### config.mk
export PLATFORM = sky130hd
export DESIGN_NAME = plic_top
export DESIGN_NICKNAME = d
export VERILOG_FILES = /design/src/common/plic_pkg.sv /design/src/hdl/plic_regs.sv /design/src/hdl/plic_target.sv /design/src/hdl/plic_top.sv /design/src/plic_gateway/plic_gateway.sv
export SDC_FILE = /design/constraint.sdc
export NUM_CORES = 1
export LEC_CHECK = 0
export BUFFER_PORTS_ARGS = -buffer_cell sky130_fd_sc_hd__buf_2
export CORE_MARGIN = 2
export CORE_UTILIZATION = 37
export DETAILED_ROUTE_END_ITERATION = 8
export GPL_TIMING_DRIVEN = 0
export SLEW_MARGIN = 20
export SYNTH_ARGS = -nofsm -noshare
export SYNTH_HDL_FRONTEND = slang
export SYNTH_SLANG_ARGS = --single-unit
### constraint.sdc
create_clock -name clk -period 39.4 [get_ports clk]
set_clock_uncertainty 0.05 [all_clocks]
set_input_delay 3.94 -clock clk [delete_from_list [all_inputs] [get_ports clk]]
set_output_delay 3.94 -clock clk [all_outputs]
set_load 0.1 [all_outputs]
### src/common/plic_pkg.sv
`default_nettype none

package plic_pkg;

  // Source ids run 1..SRC_COUNT, id 0 means no interrupt
  localparam int SRC_COUNT = 8;
  localparam int TGT_COUNT = 2;
  localparam int SRC_ID_W  = 4;

  // Register port
  localparam int ADDR_W = 8;
  localparam int DATA_W = 32;

  // Address map, per-source and per-target registers sit at base plus index
  localparam logic [ADDR_W-1:0] ADDR_PRIO_BASE   = 8'h00; // Plus source id
  localparam logic [ADDR_W-1:0] ADDR_PENDING     = 8'h10; // Read only
  localparam logic [ADDR_W-1:0] ADDR_EDGE        = 8'h11;
  localparam logic [ADDR_W-1:0] ADDR_ENABLE_BASE = 8'h20; // Plus target
  localparam logic [ADDR_W-1:0] ADDR_THRESH_BASE = 8'h30; // Plus target
  localparam logic [ADDR_W-1:0] ADDR_CLAIM_BASE  = 8'h38; // Plus target

  // Bit i of pending, edge and enable masks belongs to source i+1
  typedef logic [SRC_ID_W-1:0] src_id_t;

  // Claim and complete pulses from the register file to the gateway
  typedef struct packed {
    logic [TGT_COUNT-1:0]    claim_req;
    logic [TGT_COUNT-1:0]    complete_req;
    src_id_t [TGT_COUNT-1:0] complete_idx;
  } regs2gateway_t;

endpackage

`default_nettype wire

### src/hdl/plic_regs.sv
`timescale 1ns/1ps
`default_nettype none

module plic_regs #(
  parameter int PRIO_W = 3
) (
  input  wire                                              clk,
  input  wire                                              rst_n,
  input  wire                                              reg_we_i,
  input  wire                                              reg_re_i,
  input  wire [plic_pkg::ADDR_W-1:0]                       reg_addr_i,
  input  wire [plic_pkg::DATA_W-1:0]                       reg_wdata_i,
  output logic [plic_pkg::DATA_W-1:0]                      reg_rdata_o,
  input  wire [plic_pkg::SRC_COUNT-1:0]                    pending_i,
  input  wire plic_pkg::src_id_t [plic_pkg::TGT_COUNT-1:0] max_id_i,
  output plic_pkg::regs2gateway_t                          regs2gateway_o,
  output plic_pkg::src_id_t [plic_pkg::TGT_COUNT-1:0]      claim_idx_o,
  output logic [plic_pkg::SRC_COUNT-1:0]                   edge_select_o,
  output logic [plic_pkg::SRC_COUNT-1:0][PRIO_W-1:0]       prio_o,
  output logic [plic_pkg::TGT_COUNT-1:0][plic_pkg::SRC_COUNT-1:0] enable_o,
  output logic [plic_pkg::TGT_COUNT-1:0][PRIO_W-1:0]       thresh_o
);

  logic [plic_pkg::SRC_COUNT-1:0][PRIO_W-1:0]              prio_ff;   // Index s is source s+1
  logic [plic_pkg::TGT_COUNT-1:0][plic_pkg::SRC_COUNT-1:0] enable_ff;
  logic [plic_pkg::TGT_COUNT-1:0][PRIO_W-1:0]              thresh_ff;
  logic [plic_pkg::SRC_COUNT-1:0]                          edge_ff;
  logic [plic_pkg::DATA_W-1:0]                             rdata_ff;
  logic [plic_pkg::DATA_W-1:0]                             rdata_next;

  // Configuration writes, source 0 priority and pending are not writable
  always_ff @(posedge clk or negedge rst_n) begin
    if (!rst_n) begin
      prio_ff   <= '0;
      enable_ff <= '0;
      thresh_ff <= '0;
      edge_ff   <= '0;
    end else if (reg_we_i) begin
      for (int s = 0; s < plic_pkg::SRC_COUNT; s++) begin
        if (reg_addr_i == plic_pkg::ADDR_PRIO_BASE + s + 1) begin
          prio_ff[s] <= reg_wdata_i[PRIO_W-1:0];
        end
      end
      if (reg_addr_i == plic_pkg::ADDR_EDGE) begin
        edge_ff <= reg_wdata_i[plic_pkg::SRC_COUNT-1:0];
      end
      for (int t = 0; t < plic_pkg::TGT_COUNT; t++) begin
        if (reg_addr_i == plic_pkg::ADDR_ENABLE_BASE + t) begin
          enable_ff[t] <= reg_wdata_i[plic_pkg::SRC_COUNT-1:0];
        end
        if (reg_addr_i == plic_pkg::ADDR_THRESH_BASE + t) begin
          thresh_ff[t] <= reg_wdata_i[PRIO_W-1:0];
        end
      end
    end
  end

  // Read mux plus claim/complete pulses
  always_comb begin
    rdata_next    = '0;  // Unmapped addresses read zero
    regs2gateway_o = '0;
    for (int s = 0; s < plic_pkg::SRC_COUNT; s++) begin
      if (reg_addr_i == plic_pkg::ADDR_PRIO_BASE + s + 1) begin
        rdata_next[PRIO_W-1:0] = prio_ff[s];
      end
    end
    if (reg_addr_i == plic_pkg::ADDR_PENDING) begin
      rdata_next[plic_pkg::SRC_COUNT-1:0] = pending_i;
    end
    if (reg_addr_i == plic_pkg::ADDR_EDGE) begin
      rdata_next[plic_pkg::SRC_COUNT-1:0] = edge_ff;
    end
    for (int t = 0; t < plic_pkg::TGT_COUNT; t++) begin
      if (reg_addr_i == plic_pkg::ADDR_ENABLE_BASE + t) begin
        rdata_next[plic_pkg::SRC_COUNT-1:0] = enable_ff[t];
      end
      if (reg_addr_i == plic_pkg::ADDR_THRESH_BASE + t) begin
        rdata_next[PRIO_W-1:0] = thresh_ff[t];
      end
      if (reg_addr_i == plic_pkg::ADDR_CLAIM_BASE + t) begin
        rdata_next[plic_pkg::SRC_ID_W-1:0] = max_id_i[t];  // Id seen at the strobe
        regs2gateway_o.claim_req[t]    = reg_re_i;
        regs2gateway_o.complete_req[t] = reg_we_i;
      end
      regs2gateway_o.complete_idx[t] = reg_wdata_i[plic_pkg::SRC_ID_W-1:0];
    end
  end

  // Read data holds until the next strobe
  always_ff @(posedge clk or negedge rst_n) begin
    if (!rst_n) begin
      rdata_ff <= '0;
    end else if (reg_re_i) begin
      rdata_ff <= rdata_next;
    end
  end

  assign reg_rdata_o   = rdata_ff;
  assign claim_idx_o   = max_id_i;
  assign edge_select_o = edge_ff;
  assign prio_o        = prio_ff;
  assign enable_o      = enable_ff;
  assign thresh_o      = thresh_ff;

endmodule

`default_nettype wire

### src/hdl/plic_target.sv
`timescale 1ns/1ps
`default_nettype none

module plic_target #(
  parameter int PRIO_W = 3
) (
  input  wire [plic_pkg::SRC_COUNT-1:0]             pending_i,
  input  wire [plic_pkg::SRC_COUNT-1:0]             enable_i,
  input  wire [plic_pkg::SRC_COUNT-1:0][PRIO_W-1:0] prio_i,
  input  wire [PRIO_W-1:0]                          thresh_i,
  output plic_pkg::src_id_t                         max_id_o,
  output logic                                      irq_o
);

  logic [plic_pkg::SRC_COUNT-1:0] eligible;
  logic [PRIO_W-1:0]              best_prio;
  plic_pkg::src_id_t              best_id;

  assign eligible = pending_i & enable_i;

  // Linear scan from the lowest id, strict compare keeps the lower id on a tie.
  // Starting from the threshold means a winner must be strictly above it.
  always_comb begin
    best_prio = thresh_i;
    best_id   = '0;
    for (int s = 0; s < plic_pkg::SRC_COUNT; s++) begin
      if (eligible[s] && (prio_i[s] > best_prio)) begin
        best_prio = prio_i[s];
        best_id   = plic_pkg::src_id_t'(s + 1);
      end
    end
  end

  assign max_id_o = best_id;
  assign irq_o    = |best_id;  // Any winner raises the line

endmodule

`default_nettype wire

### src/hdl/plic_top.sv
`timescale 1ns/1ps
`default_nettype none

module plic_top #(
  parameter int PRIO_W = 3
) (
  input  wire                               clk,
  input  wire                               rst_n,
  input  wire [plic_pkg::SRC_COUNT-1:0]     irq_src_i,
  input  wire                               reg_we_i,
  input  wire                               reg_re_i,
  input  wire [plic_pkg::ADDR_W-1:0]        reg_addr_i,
  input  wire [plic_pkg::DATA_W-1:0]        reg_wdata_i,
  output wire [plic_pkg::DATA_W-1:0]        reg_rdata_o,
  output wire [plic_pkg::TGT_COUNT-1:0]     irq_o
);

  wire plic_pkg::regs2gateway_t                          regs2gateway;
  wire plic_pkg::src_id_t [plic_pkg::TGT_COUNT-1:0]      claim_idx;
  wire plic_pkg::src_id_t [plic_pkg::TGT_COUNT-1:0]      max_id;   // Best id per target
  wire [plic_pkg::SRC_COUNT-1:0]                         edge_select;
  wire [plic_pkg::SRC_COUNT-1:0]                         irq_pending;
  wire [plic_pkg::SRC_COUNT-1:0][PRIO_W-1:0]             prio;
  wire [plic_pkg::TGT_COUNT-1:0][plic_pkg::SRC_COUNT-1:0] enable;
  wire [plic_pkg::TGT_COUNT-1:0][PRIO_W-1:0]             thresh;

  plic_gateway u_gateway (
    .clk            (clk),
    .rst_n          (rst_n),
    .irq_src_i      (irq_src_i),
    .edge_select_i  (edge_select),
    .regs2gateway_i (regs2gateway),
    .claim_idx_i    (claim_idx),
    .irq_pending_o  (irq_pending)
  );

  plic_regs #(.PRIO_W(PRIO_W)) u_regs (
    .clk            (clk),
    .rst_n          (rst_n),
    .reg_we_i       (reg_we_i),
    .reg_re_i       (reg_re_i),
    .reg_addr_i     (reg_addr_i),
    .reg_wdata_i    (reg_wdata_i),
    .reg_rdata_o    (reg_rdata_o),
    .pending_i      (irq_pending),
    .max_id_i       (max_id),
    .regs2gateway_o (regs2gateway),
    .claim_idx_o    (claim_idx),
    .edge_select_o  (edge_select),
    .prio_o         (prio),
    .enable_o       (enable),
    .thresh_o       (thresh)
  );

  // One selector per target
  for (genvar t = 0; t < plic_pkg::TGT_COUNT; t++) begin : g_target
    plic_target #(.PRIO_W(PRIO_W)) u_target (
      .pending_i (irq_pending),
      .enable_i  (enable[t]),
      .prio_i    (prio),
      .thresh_i  (thresh[t]),
      .max_id_o  (max_id[t]),
      .irq_o     (irq_o[t])
    );
  end

endmodule

`default_nettype wire

### src/plic_gateway/plic_gateway.sv
`timescale 1ns/1ps
`default_nettype none

module plic_gateway (
  input  wire                                            clk,
  input  wire                                            rst_n,
  input  wire [plic_pkg::SRC_COUNT-1:0]                  irq_src_i,
  input  wire [plic_pkg::SRC_COUNT-1:0]                  edge_select_i,  // 1 is edge, 0 is level
  input  wire plic_pkg::regs2gateway_t                   regs2gateway_i,
  input  wire plic_pkg::src_id_t [plic_pkg::TGT_COUNT-1:0] claim_idx_i,
  output logic [plic_pkg::SRC_COUNT-1:0]                 irq_pending_o
);

  logic [plic_pkg::SRC_COUNT-1:0] irq_src_ff;
  logic [plic_pkg::SRC_COUNT-1:0] irq_req;
  logic [plic_pkg::SRC_COUNT-1:0] irq_set;
  logic [plic_pkg::SRC_COUNT-1:0] pending_ff;
  logic [plic_pkg::SRC_COUNT-1:0] active_ff;
  logic [plic_pkg::SRC_COUNT-1:0] claim;     // One-hot per source
  logic [plic_pkg::SRC_COUNT-1:0] complete;  // One-hot per source

  // Previous source level for rising edge detection
  always_ff @(posedge clk or negedge rst_n) begin
    if (!rst_n) begin
      irq_src_ff <= '0;
    end else begin
      irq_src_ff <= irq_src_i;
    end
  end

  always_comb begin
    for (int s = 0; s < plic_pkg::SRC_COUNT; s++) begin
      irq_req[s] = edge_select_i[s] ? (irq_src_i[s] & ~irq_src_ff[s]) : irq_src_i[s];
    end
  end

  // Decode the per-target ids into source masks, id 0 never matches
  always_comb begin
    claim    = '0;
    complete = '0;
    for (int t = 0; t < plic_pkg::TGT_COUNT; t++) begin
      for (int s = 0; s < plic_pkg::SRC_COUNT; s++) begin
        if (regs2gateway_i.claim_req[t] &&
            claim_idx_i[t] == plic_pkg::src_id_t'(s + 1)) begin
          claim[s] = 1'b1;
        end
        if (regs2gateway_i.complete_req[t] &&
            regs2gateway_i.complete_idx[t] == plic_pkg::src_id_t'(s + 1)) begin
          complete[s] = 1'b1;
        end
      end
    end
  end

  // A request is only taken while the source is idle
  assign irq_set = irq_req & ~active_ff;

  // Pending lives until the claim, active until the complete
  always_ff @(posedge clk or negedge rst_n) begin
    if (!rst_n) begin
      pending_ff <= '0;
      active_ff  <= '0;
    end else begin
      pending_ff <= (pending_ff | irq_set) & ~claim;
      active_ff  <= (active_ff | irq_set) & ~complete;
    end
  end

  assign irq_pending_o = pending_ff;

endmodule

`default_nettype wire

Yosys cells after proc, flatten, opt, wreduce, memory -nomap -nowiden
Cells that the tools add are included.
{"block": "classes", "muxes": 90, "order_cmp": 16, "bitwise_logic": 26, "reduce_logical": 63, "n_eq_ne": 40}
{"operator": "$mux 3", "n": 32}
{"operator": "$eq 4x3->1 const B", "n": 12}
{"operator": "$eq 8x6->1 const B", "n": 6}
{"operator": "$gt 3x3->1", "n": 16}
{"operator": "$logic_and 1x1->1", "n": 48}
{"operator": "$mux 1", "n": 46}
{"operator": "$and 8x8->8", "n": 5}
{"operator": "$eq 8x3->1 const B", "n": 4}
{"operator": "$mux 8", "n": 4}
{"operator": "$reduce_and 2->1", "n": 13}
{"operator": "$eq 4x2->1 const B", "n": 6}
{"operator": "$not 8->8", "n": 3}
{"operator": "$eq 8x2->1 const B", "n": 2}
{"operator": "$eq 8x5->1 const B", "n": 2}
{"operator": "$mux 4", "n": 4}
{"operator": "$or 8x8->8", "n": 2}
{"operator": "$eq 4x1->1 const B", "n": 3}
{"operator": "$eq 4x4->1 const B", "n": 3}
{"operator": "$and 1x1->1", "n": 8}
{"operator": "$eq 8x1->1 const B", "n": 1}
{"operator": "$eq 8x4->1 const B", "n": 1}
{"operator": "$mux 2", "n": 4}
{"operator": "$not 1->1", "n": 8}
{"operator": "$reduce_or 4->1", "n": 2}
{"block": "word_totals", "word_cells": 252, "in_bits": 52, "output_inout_bits": 34, "register_bits": 86}

Logic depth before layout (Yosys ltp)
Gate-level depths: netlist of run 1.
{"block": "depth", "depth_word": 30, "depth_mapped": 59, "depth_no_buf": 57}

Modules after synthesis
From an unflattened synthesis of run 1, not the netlist that was laid out.
{"block": "hier_totals", "cells_unflattened": 798, "area_unflattened_um2": 7168.1}
{"mod": "plic_regs", "seq_area_each_um2": 1551.5, "area_per_inst_um2": 3622.2, "n_inst": 1, "cells_each": 328}
{"mod": "plic_target (g_target[1].u_target)", "seq_area_each_um2": 0.0, "area_per_inst_um2": 1242.4, "n_inst": 1, "cells_each": 185}
{"mod": "plic_target (g_target[0].u_target)", "seq_area_each_um2": 0.0, "area_per_inst_um2": 1192.4, "n_inst": 1, "cells_each": 178}
{"mod": "plic_gateway", "seq_area_each_um2": 600.6, "area_per_inst_um2": 1111.1, "n_inst": 1, "cells_each": 107}

Least setup slack after synthesis of run 1
OpenSTA, ideal clock, no wires.
{"block": "synth_path", "path_type": "reg2out", "start": "register u_regs.thresh_ff, in the netlist u_regs.thresh_o[5]", "end": "output port irq_o[1] in the netlist's numbering", "stages_incl_launch_ff": 56, "n_path_buf": 3, "arrival_ps": 11437, "t_required_ps": 35410, "path_slack_ps": 23973, "cell_sequence": "dfrtp_1 inv_1 ha_1 nand3_1 nand3_1 a21o_1 buf_2 nand2_1 o21ai_0 ha_1 or3b_1 nand2_1 a211oi_1 a311oi_1 o21ai_0 and3b_1 a21oi_1 ha_1 [20 not listed] ha_1 nor2_1 a32oi_1 o21a_1 a2111o_1 buf_2 mux2_4 ha_1 nor2b_1 o21a_1 o2111ai_1 mux2_2 ha_1 a21o_1 a21oi_1 a311oi_1 or4_1 buf_4"}
{"block": "synth_between", "elab_chain_cells": 25, "word_cells_on_any_way": 32, "classes_between": "order compare (8); mux (15); reduce/logical (9)"}
{"element": "start, declared", "line": "plic_regs.sv:26", "rtl": "logic [plic_pkg::TGT_COUNT-1:0][PRIO_W-1:0] thresh_ff;"}
{"element": "start signal, assigned by index", "line": "plic_regs.sv:52", "rtl": "thresh_ff[t] <= reg_wdata_i[PRIO_W-1:0];"}
{"element": "$gt 3x3->1", "line": "plic_target.sv:27", "rtl": "if (eligible[s] && (prio_i[s] > best_prio)) begin"}
{"element": "$logic_and 1x1->1", "line": "plic_target.sv:27"}
{"element": "$mux 3", "line": "plic_target.sv:27"}
{"element": "$gt 3x3->1", "line": "plic_target.sv:27"}
{"element": "$logic_and 1x1->1", "line": "plic_target.sv:27"}
{"element": "$mux 3", "line": "plic_target.sv:27"}
{"element": "$gt 3x3->1", "line": "plic_target.sv:27"}
{"element": "$logic_and 1x1->1", "line": "plic_target.sv:27"}
{"element": "[9 not listed]"}
{"element": "$mux 3", "line": "plic_target.sv:27"}
{"element": "$gt 3x3->1", "line": "plic_target.sv:27"}
{"element": "$logic_and 1x1->1", "line": "plic_target.sv:27"}
{"element": "$mux 3", "line": "plic_target.sv:27"}
{"element": "$gt 3x3->1", "line": "plic_target.sv:27"}
{"element": "$logic_and 1x1->1", "line": "plic_target.sv:27"}
{"element": "$mux 4 *", "line": "plic_target.sv:27"}
{"element": "$reduce_or 4->1 *", "line": "plic_target.sv:35", "rtl": "assign irq_o = |best_id;"}
{"element": "end, declared", "line": "plic_top.sv:15", "rtl": "output wire [plic_pkg::TGT_COUNT-1:0] irq_o"}
Mark *: on every way between the ends. The rest lies on a longest branch, timed or not.

Worst setup path after layout of run 1
Same ends and word-level chain as after synthesis.

==> metrics.cfg, run 1 <==
[run_status]
status=finished clean

[detailed_routing]
ant_nets=0
drtIter0Drc=374
vias=5660
wl_per_cell_um=18.9
dr.pass1.iters=6
routed_wl_um=19000
vias_per_cell=5.64
drc_errors=0

[cts]
cts.clk_slew.worst_paths_ps=60
cts_resized=0
post-cts-setup-buffers=0
cts_tree=yes
cts_hold_buffers=0
clk_latency_ps=340
clockRootBuffer=clkbuf_16
cts.sinks=86
htreeDepth=3
cts_max_path_buffers=2
cts_buffers=9

[sta]
slew_violations=0
tns_ps=0
fmax_mhz=56.8
rsz0062_at_grt=no
setup_viol=0
slew_headroom_pct=31.4
hold_viol_final=0
tightest_slew_ps=1030
fin_crit_ps=17620
min_period_over_period_pct=44.7

[global_routing]
overflow=0
antenna_found_initial=0
grt_pass1_wl_um=30000
grtUsageTotal_pct=21.8
grt_pass1_vias=5414
grt_max_degree=55

[synthesis]
ys_ff_latch=86
synth-compound-area-share_pct=23.6
synth_cell_type_count=87
seq_area_frac_synth_pct=34.5
syn_avg_cell_area_um2=8.81
syn-cell-area_um2=6240
synth_edf_count=0
syn_inst=708
ys_warn_count=0
synth_xor_area_share_pct=0
async_flop_share_pct=100
synthSimpleGateAreaFrac_pct=19.6
synthAdderAreaFrac_pct=6.10
synth-main-ff-cell=dfrtp_1
synthMuxAreaShare_pct=9.51
synth_top_family_by_area=compound AO/OA/AOI/OAI gates

[placed_design]
numPortBuffers=35
dp_cells=987
gp_congestion=0.935
dp_hpwl_um=14800

[setup_path]
slowest_delay_ps=630
arrival_ps=13630
cp-startpoint=u_regs.thresh_o[5]$_DFFE_PN0P_
cp-end-kind=output port
crit_type=reg -> out
worst_path_most_repeated_cell=ha_1
slowest_stage=or4_1
crit_path_start_kind=flop
r2r_start=u_regs.thresh_o[5]$_DFFE_PN0P_
crit_required_ps=35410
cp_max_fo=10

[floorplan]
design.core.area_um2=16500
initial_utilization_pct=37.7
pin_count=86
row_count=47
die_width_um=134
fp.dieH_um=134
die_area_um2=17900

[layout]
layout.nets=858
drive_gt1_share_pct=19.0
n_fill_cell=1659
mostFrequentLayoutCells=nand2_1 (87), dfrtp_1 (86), nor2_1 (58), o21ai_0 (42)
post_layout_nonfiller_instances=1004
mostFrequentLayoutCell=nand2_1
area_growth_pct=13.8

[power]
p_leak_nw=3.17
power.density_nw_per_um2=36.4
ir_drop_mv=0.0257

[min_path]
hp-start=u_gateway.active_ff[2]$_DFF_PN0_
hold_class=reg -> reg

[flow_run]
drv_cap=0

synth_stat cells (all sizes together), types with 5 or more instances:
library cell | n | share of area [%]
o21a | 9 | 1.1
clkbuf | 15 | 0.92
a21o | 5 | 0.60
a31oi | 18 | 1.8
nand3 | 29 | 2.5
a21oi | 41 | 3.4
nor3b | 5 | 0.60
nor2 | 59 | 3.6
nor4 | 7 | 0.80
nor2b | 9 | 0.94
a22oi | 13 | 1.6
and3 | 14 | 1.6
buf | 30 | 3.5
a211o | 5 | 0.70
nand2 | 87 | 5.2
inv | 36 | 2.2
o21ai | 47 | 4.0
a211oi | 9 | 1.2
ha | 28 | 5.6
mux2 | 46 | 8.7
dfrtp | 86 | 35
o211ai | 6 | 0.72
nor3 | 10 | 0.80
state kept, by name, summed over array words and instances, names as in the netlist:
register                 flops
u_gateway.irq_src_ff         8
u_regs.reg_rdata_o           8
u_gateway.active_ff          8
u_regs.edge_select_o         8
u_regs.thresh_o              6
u_gateway.irq_pending_o      8
u_regs.prio_o               24
u_regs.enable_o             16
cell type report:
| type | count | area, µm² | share of cell area (%) |
|---|---|---|---|
| Multi-Input combinational cell | 564 | 3760 | 53.0 |
| Sequential cell | 86 | 2150 | 30.3 |
| Buffer | 45 | 275 | 3.88 |
| Tap cell | 220 | 275 | 3.88 |
| Clock buffer | 10 | 229 | 3.23 |
| Timing Repair Buffer | 36 | 205 | 2.89 |
| Inverter | 36 | 135 | 1.90 |
| Clock inverter | 6 | 61.3 | 0.864 |
| Antenna cell | 1 | 2.50 | 0.0353 |
per-stage QoR:
stage / utilization [%] / worst slack, ps / power [mW] / hold slack [ps] / instance area [µm²]
3_3_place_gp: 41.0 / 22210 / 0.173 / 428 / 6770
4_1_cts: 42.9 / 21780 / 0.259 / 450 / 7090
3_5_place_dp: 41.2 / 22180 / 0.174 / 432 / 6800
5_1_grt: 42.9 / 20880 / 0.270 / 467 / 7090
2_1_floorplan: - / 23970 / 0.156 / 412 / 6320
6_report: 42.9 / 21780 / 0.258 / 451 / 7100
critical path: cells and delay by family, from the launching register on:
kind | cells | cell delay, ps
muxes | 3 | 1070
AOI/OAI and AO/OA | 23 | 4760
buffers and inverters | 5 | 990
and+or+nand+nor | 14 | 2930
DFF | 1 | 560
adders and majority gates | 10 | 2980
kinds of logic (layout without fill, tap and decap cells):
| group | count (synthesis) | in the layout |
|---|---|---|
| fa+ha+maj | 31 | 31 |
| flops | 86 | 86 |
| mux | 50 | 50 |
| other cells | 1 | 25 |
| buf+inv | 81 | 133 |
| compound gates | 209 | 209 |
| simple gates | 250 | 250 |
report_power, final:
group          switching, mW  internal (mW)  leakage [nW]
registers            0.00605         0.0928          1.05
logic                 0.0502         0.0241          1.98
clock network         0.0359         0.0491         0.143
total                 0.0921          0.166          3.17
worst paths after layout:
| path | endpoint | cells after the start | slack (ps) |
|---|---|---|---|
| max reg2reg | u_gateway.irq_pending_o[0]$_DFF_PN0_ | 57 | 25810 |
| max in group asynchronous | u_regs.enable_o[10]$_DFFE_PN0P_ | 2 | 35160 |
| min in group asynchronous | u_regs.prio_o[16]$_DFFE_PN0P_ | 1 | 3500 |
| min | u_gateway.active_ff[2]$_DFF_PN0_ | 2 | 450 |
| max | irq_o[1] | 55 | 21780 |
| min reg2reg | u_gateway.active_ff[2]$_DFF_PN0_ | 2 | 450 |
routing by layer:
metal / wire length [µm] / vias up / share of wire [%] / track usage, %
li1: - / 2750 / - / -
met1: 8890 / 2681 / 47 / 30.5
met2: 8650 / 194 / 46 / 34.8
met3: 920 / 35 / 4.8 / 2.04
met4: 537 / 0 / 2.8 / 8.75
met5: 0 / - / 0 / 0
No activity file was read; power rests on OpenSTA's default activity.
==> inputs of run 2 (changes only) <==
- ABC_AREA: not set -> 1
- clock period: 39.4 -> 16.6 ns (I/O delays scaled with it)
==> metrics.cfg, run 2 <==
[setup_path]
cp-end-kind=output port
crit_type=reg -> out
worst_path_most_repeated_cell=o21ai_0
cp-startpoint=u_regs.prio_o[2]$_DFFE_PN0P_
slowest_delay_ps=480
arrival_ps=10040
slowest_stage=dfrtp_1
cp_max_fo=9
r2r_start=u_regs.thresh_o[2]$_DFFE_PN0P_
crit_path_start_kind=flop
crit_required_ps=14890

[sta]
min_period_over_period_pct=70.8
slew_headroom_pct=52.6
hold_viol_final=0
fin_crit_ps=11750
rsz0062_at_grt=no
tns_ps=0
fmax_mhz=85.1
slew_violations=0
tightest_slew_ps=709
setup_ws_ps=4850
setup_viol=0

[global_routing]
overflow=0
grt_pass1_vias=5034
grt_max_degree=51
antenna_found_initial=0
grt_pass1_wl_um=26300
grtUsageTotal_pct=20.2

[power]
ir_drop_mv=0.0614
power.density_nw_per_um2=78.5
p_leak_nw=3.30

[layout]
drive_gt1_share_pct=16.0
diodes=0
area_growth_pct=14.4
post_layout_nonfiller_instances=1106
layout.nets=965
largest_reg_flops=24
mostFrequentLayoutCells=nand2_1 (218), o21ai_0 (107), dfrtp_1 (86), inv_1 (84), nand3_1 (46)
fin_util_pct=42.9
n_fill_cell=1640
mostFrequentLayoutCell=nand2_1

[cts]
cts_max_path_buffers=2
cts.clk_slew.worst_paths_ps=70
post-cts-setup-buffers=0
cts_tree=yes
cts_hold_buffers=0
cts_buffers=9
cts.sinks=86
clk_latency_ps=340
cts_resized=0
htreeDepth=3
clockRootBuffer=clkbuf_16

[floorplan]
fp.dieH_um=130
row_count=46
die_area_um2=17000
die_width_um=130
initial_utilization_pct=37.5
pin_count=86
design.core.area_um2=15700

[synthesis]
synth_edf_count=0
syn-cell-area_um2=5900
async_flop_share_pct=100
synth_common_cells=nand2_1 (218), o21ai_0 (107), dfrtp_1 (86), inv_1 (84), nand3_1 (46)
ys_ff_latch=86
synth_area_leaders=dfrtp_1 (36%), nand2_1 (14%), o21ai_0 (9.1%), ha_1 (5.9%), inv_1 (5.3%)
synth_cell_type_count=42
yosys.area.top_type_share_pct=36.5
syn_inst=813
syn_avg_cell_area_um2=7.25
yosysTopAreaCell=dfrtp_1
seq_area_frac_synth_pct=36.5
synthMostInstantiatedCell=nand2_1
ys_warn_count=0
synth-main-ff-cell=dfrtp_1

[placed_design]
dp_hpwl_um=13300
dp_cells=1090
numPortBuffers=37
gp_congestion=0.931
place_ws_ps=5230

[detailed_routing]
drc_errors=0
drtIter0Drc=391
ant_nets=0
wl_per_cell_um=14.7
vias=5434
dr.pass1.iters=5
routed_wl_um=16200
vias_per_cell=4.91

[min_path]
hp-start=u_regs.reg_rdata_o[6]$_DFFE_PN0P_
hold_class=reg -> reg

[flow_run]
drv_cap=0

[run_status]
status=finished clean

run 2: changes by cell type after synthesis, moves of 13 or more:
cell	delta
nand2_2	+29
mux2_2	-40
nand3_1	+18
nor2_1	-16
inv_1	+48
o21ai_0	+65
a22oi_1	-13
nand2_1	+131
a31oi_1	-14
run 2: metrics by stage:
step	total power, mW	instance area (µm²)	hold WS [ps]
2_1_floorplan	0.319	5980	403
3_3_place_gp	0.344	6440	419
3_5_place_dp	0.346	6470	427
4_1_cts	0.534	6750	444
5_1_grt	0.557	6750	457
6_report	0.530	6750	438
run 2: path summary, 6_finish.rpt:
kind                                                         to  slack [ps]  cells past startpoint
max                                                    irq_o[1]        4850                     52
max reg2reg                u_gateway.irq_pending_o[2]$_DFF_PN0_        6720                     55
min in group asynchronous        u_regs.thresh_o[5]$_DFFE_PN0P_        1240                      1
min reg2reg                   u_regs.reg_rdata_o[6]$_DFFE_PN0P_         440                      2
min                           u_regs.reg_rdata_o[6]$_DFFE_PN0P_         440                      2
max in group asynchronous          u_regs.prio_o[7]$_DFFE_PN0P_       14650                      2
run 2: critical path, delay by kind of cell, from the launching register on:
kind | cells | cell delay [ps]
buffers and inverters | 6 | 830
flip-flops | 1 | 480
AO/OA/AOI/OAI | 15 | 2980
AND/OR/NAND/NOR | 23 | 2900
adder cells (fa/ha/maj) | 8 | 2510
run 2: cells by family after synthesis:
kind of cell    after synthesis  synth area share, %
flops                        86                 36.5
other cells                   1               0.0636
buf+inv                     128                 9.82
simple gates                385                 29.9
mux                           1                0.170
compound gates              184                 17.6
fa+ha+maj                    28                 5.94
run 2: cell type report:
type | instances | area (µm²) | share of cell area (%)
tap | 216 | 270 | 4.01
buffer | 34 | 225 | 3.34
clock buffer | 10 | 229 | 3.39
timing repair buffer | 38 | 215 | 3.19
multi-input combinational | 622 | 3250 | 48.2
sequential | 86 | 2150 | 31.9
inverter | 94 | 354 | 5.25
clock inverter | 6 | 46.3 | 0.686
run 2: routing by layer:
metal | track usage [%] | wire length [µm]
met5 | 0 | 0
met4 | 5.95 | 288
met3 | 2.30 | 611
met2 | 34.2 | 7710
met1 | 27.4 | 7620
run 2: report_power, final:
part	switching (mW)	internal (mW)	leakage [nW]	total [mW]
Clock	0.0847	0.102	0.129	0.187
Combinational	0.0836	0.0328	2.08	0.116
Sequential	0.00861	0.217	1.09	0.226
Total	0.177	0.353	3.30	0.530
==> inputs of run 3 (changes only) <==
- ABC_AREA: 1 -> 0
- clock period: 16.6 -> 10.5 ns (I/O delays scaled with it)
==> metrics.cfg, run 3 (synthesized netlist as in run 1, its figures left out) <==
[run_status]
status=finished with violations
violations=setup timing

[layout]
diodes=0
mostFrequentLayoutCell=buf_4
n_fill_cell=1472
drive_gt1_share_pct=38.0
mostFrequentLayoutCells=buf_4 (93), dfrtp_1 (80), nand2_1 (77), nor2_1 (48), a21oi_1 (35)
layout.nets=933
fin_util_pct=51.4
largest_reg_flops=24
area_growth_pct=36.3

[cts]
cts_hold_buffers=0
cts.clk_slew.worst_paths_ps=60
cts_max_path_buffers=2
clockRootBuffer=clkbuf_16
htreeDepth=3
cts_tree=yes
cts.sinks=86
cts_buffers=9
clk_latency_ps=350

[min_path]
hold_class=reg -> reg

[sta]
slew_violations=0
slew_headroom_pct=30.0
holdWs_ps=452
fin_crit_ps=12420
min_period_over_period_pct=118
tightest_slew_ps=1030
setup_ws_ps=-1920
fmax_mhz=80.5
rsz0062_at_grt=yes
setup_viol=14
hold_viol_final=0

[detailed_routing]
ant_nets=0
wl_per_cell_um=19.7
vias=6108
drc_errors=0
drtIter0Drc=470
vias_per_cell=5.67
dr.pass1.iters=5
routed_wl_um=21200

[placed_design]
dp_hpwl_um=14800
numPortBuffers=35
gp_congestion=0.937

[floorplan]
die_width_um=134
design.core.area_um2=16500
die_area_um2=17900
fp.dieH_um=134
initial_utilization_pct=37.7
row_count=47
pin_count=86

[global_routing]
grt_pass1_vias=5878
grt_max_degree=69
antenna_found_initial=0
grtUsageTotal_pct=23.6
grt_pass1_wl_um=32700
overflow=0

[setup_path]
crit_path_start_kind=flop
cp_max_fo=4
cp-end-kind=output port
arrival_ps=11320
slowest_stage=or4_4
critical_path_buf_inv_count=2
critical_path.top_delay_family=compound AO/OA/AOI/OAI gates
crit_required_ps=9400
slowest_delay_ps=470
crit_type=reg -> out

[power]
total_power_mw=1.13
ir_drop_mv=0.0870
p_leak_nw=3.67
power.density_nw_per_um2=133

[flow_run]
drv_cap=0

## run 3: path summary, 6_finish.rpt
kind,start,slack [ps],depth (start not counted),to
worst max-delay path,u_regs.prio_o[0]$_DFFE_PN0P_,-1920,53,irq_o[1]
worst min-delay path,u_gateway.active_ff[4]$_DFF_PN0_,450,2,u_gateway.active_ff[4]$_DFF_PN0_
worst max register to register,u_regs.prio_o[0]$_DFFE_PN0P_,-1050,59,u_gateway.irq_pending_o[2]$_DFF_PN0_
worst min register to register,u_gateway.active_ff[4]$_DFF_PN0_,450,2,u_gateway.active_ff[4]$_DFF_PN0_
max in group asynchronous,rst_n,9290,2,u_regs.thresh_o[4]$_DFFE_PN0P_
min in group asynchronous,rst_n,490,1,u_regs.reg_rdata_o[4]$_DFFE_PN0P_
## run 3: final cells by class
class / instances / area [µm²] / share of cell area [%]
plain buffers: 42 / 270 / 3.18
clock buffers: 11 / 243 / 2.86
clock inverters: 5 / 81.3 / 0.957
inverters: 36 / 138 / 1.62
multi-input cells: 564 / 4470 / 52.6
flip-flops and latches: 86 / 2160 / 25.4
well taps: 220 / 275 / 3.24
repair buffers: 114 / 862 / 10.1
## run 3: per-stage QoR
| stage | std cells | worst slack [ps] | TNS, ps | area, µm² |
|---|---|---|---|---|
| final | 1078 | -1920 | -13910 | 8500 |
| after global routing | 1078 | -2380 | -20800 | 8500 |
| after CTS | 1066 | -2130 | -12760 | 8160 |
| after detailed placement | 987 | -2630 | -23100 | 7090 |
| after global placement | 986 | -2630 | -23070 | 7060 |
| after floorplan | 731 | -1220 | -5620 | 6610 |
## run 3: tightest hold or removal path: cells and delay by family (launching register included)
kind / cells / cell delay, ps
AOI/OAI and AO/OA: 1 / 50
DFF: 1 / 350
and+or+nand+nor: 1 / 70
## run 3: timing repair
action | 4_1_cts | 5_1_grt
gates cloned | 0 | 0
pin swaps | 41 | 54
endpoints found under the setup margin | 14 | 14
resized for setup | 58 | 54
endpoints found under the hold margin | 0 | 0
setup buffers | 63 | 17
## run 3: layer usage
metal  vias up  wire length [µm]  GRT usage (%)  share of wire (%)
li1       2886                 -              -                  -
met1      2988              9420           32.0                 44
met2       195             10100           39.4                 48
met3        39              1140           3.29                5.4
met4         0               540           7.15                2.5
met5         -                 0              0                  0
## run 3: power breakdown
part | internal, mW | switching [mW] | total [mW]
clock | 0.216 | 0.139 | 0.355
sequential | 0.348 | 0.0244 | 0.373
combinational | 0.164 | 0.235 | 0.399
total | 0.728 | 0.399 | 1.13
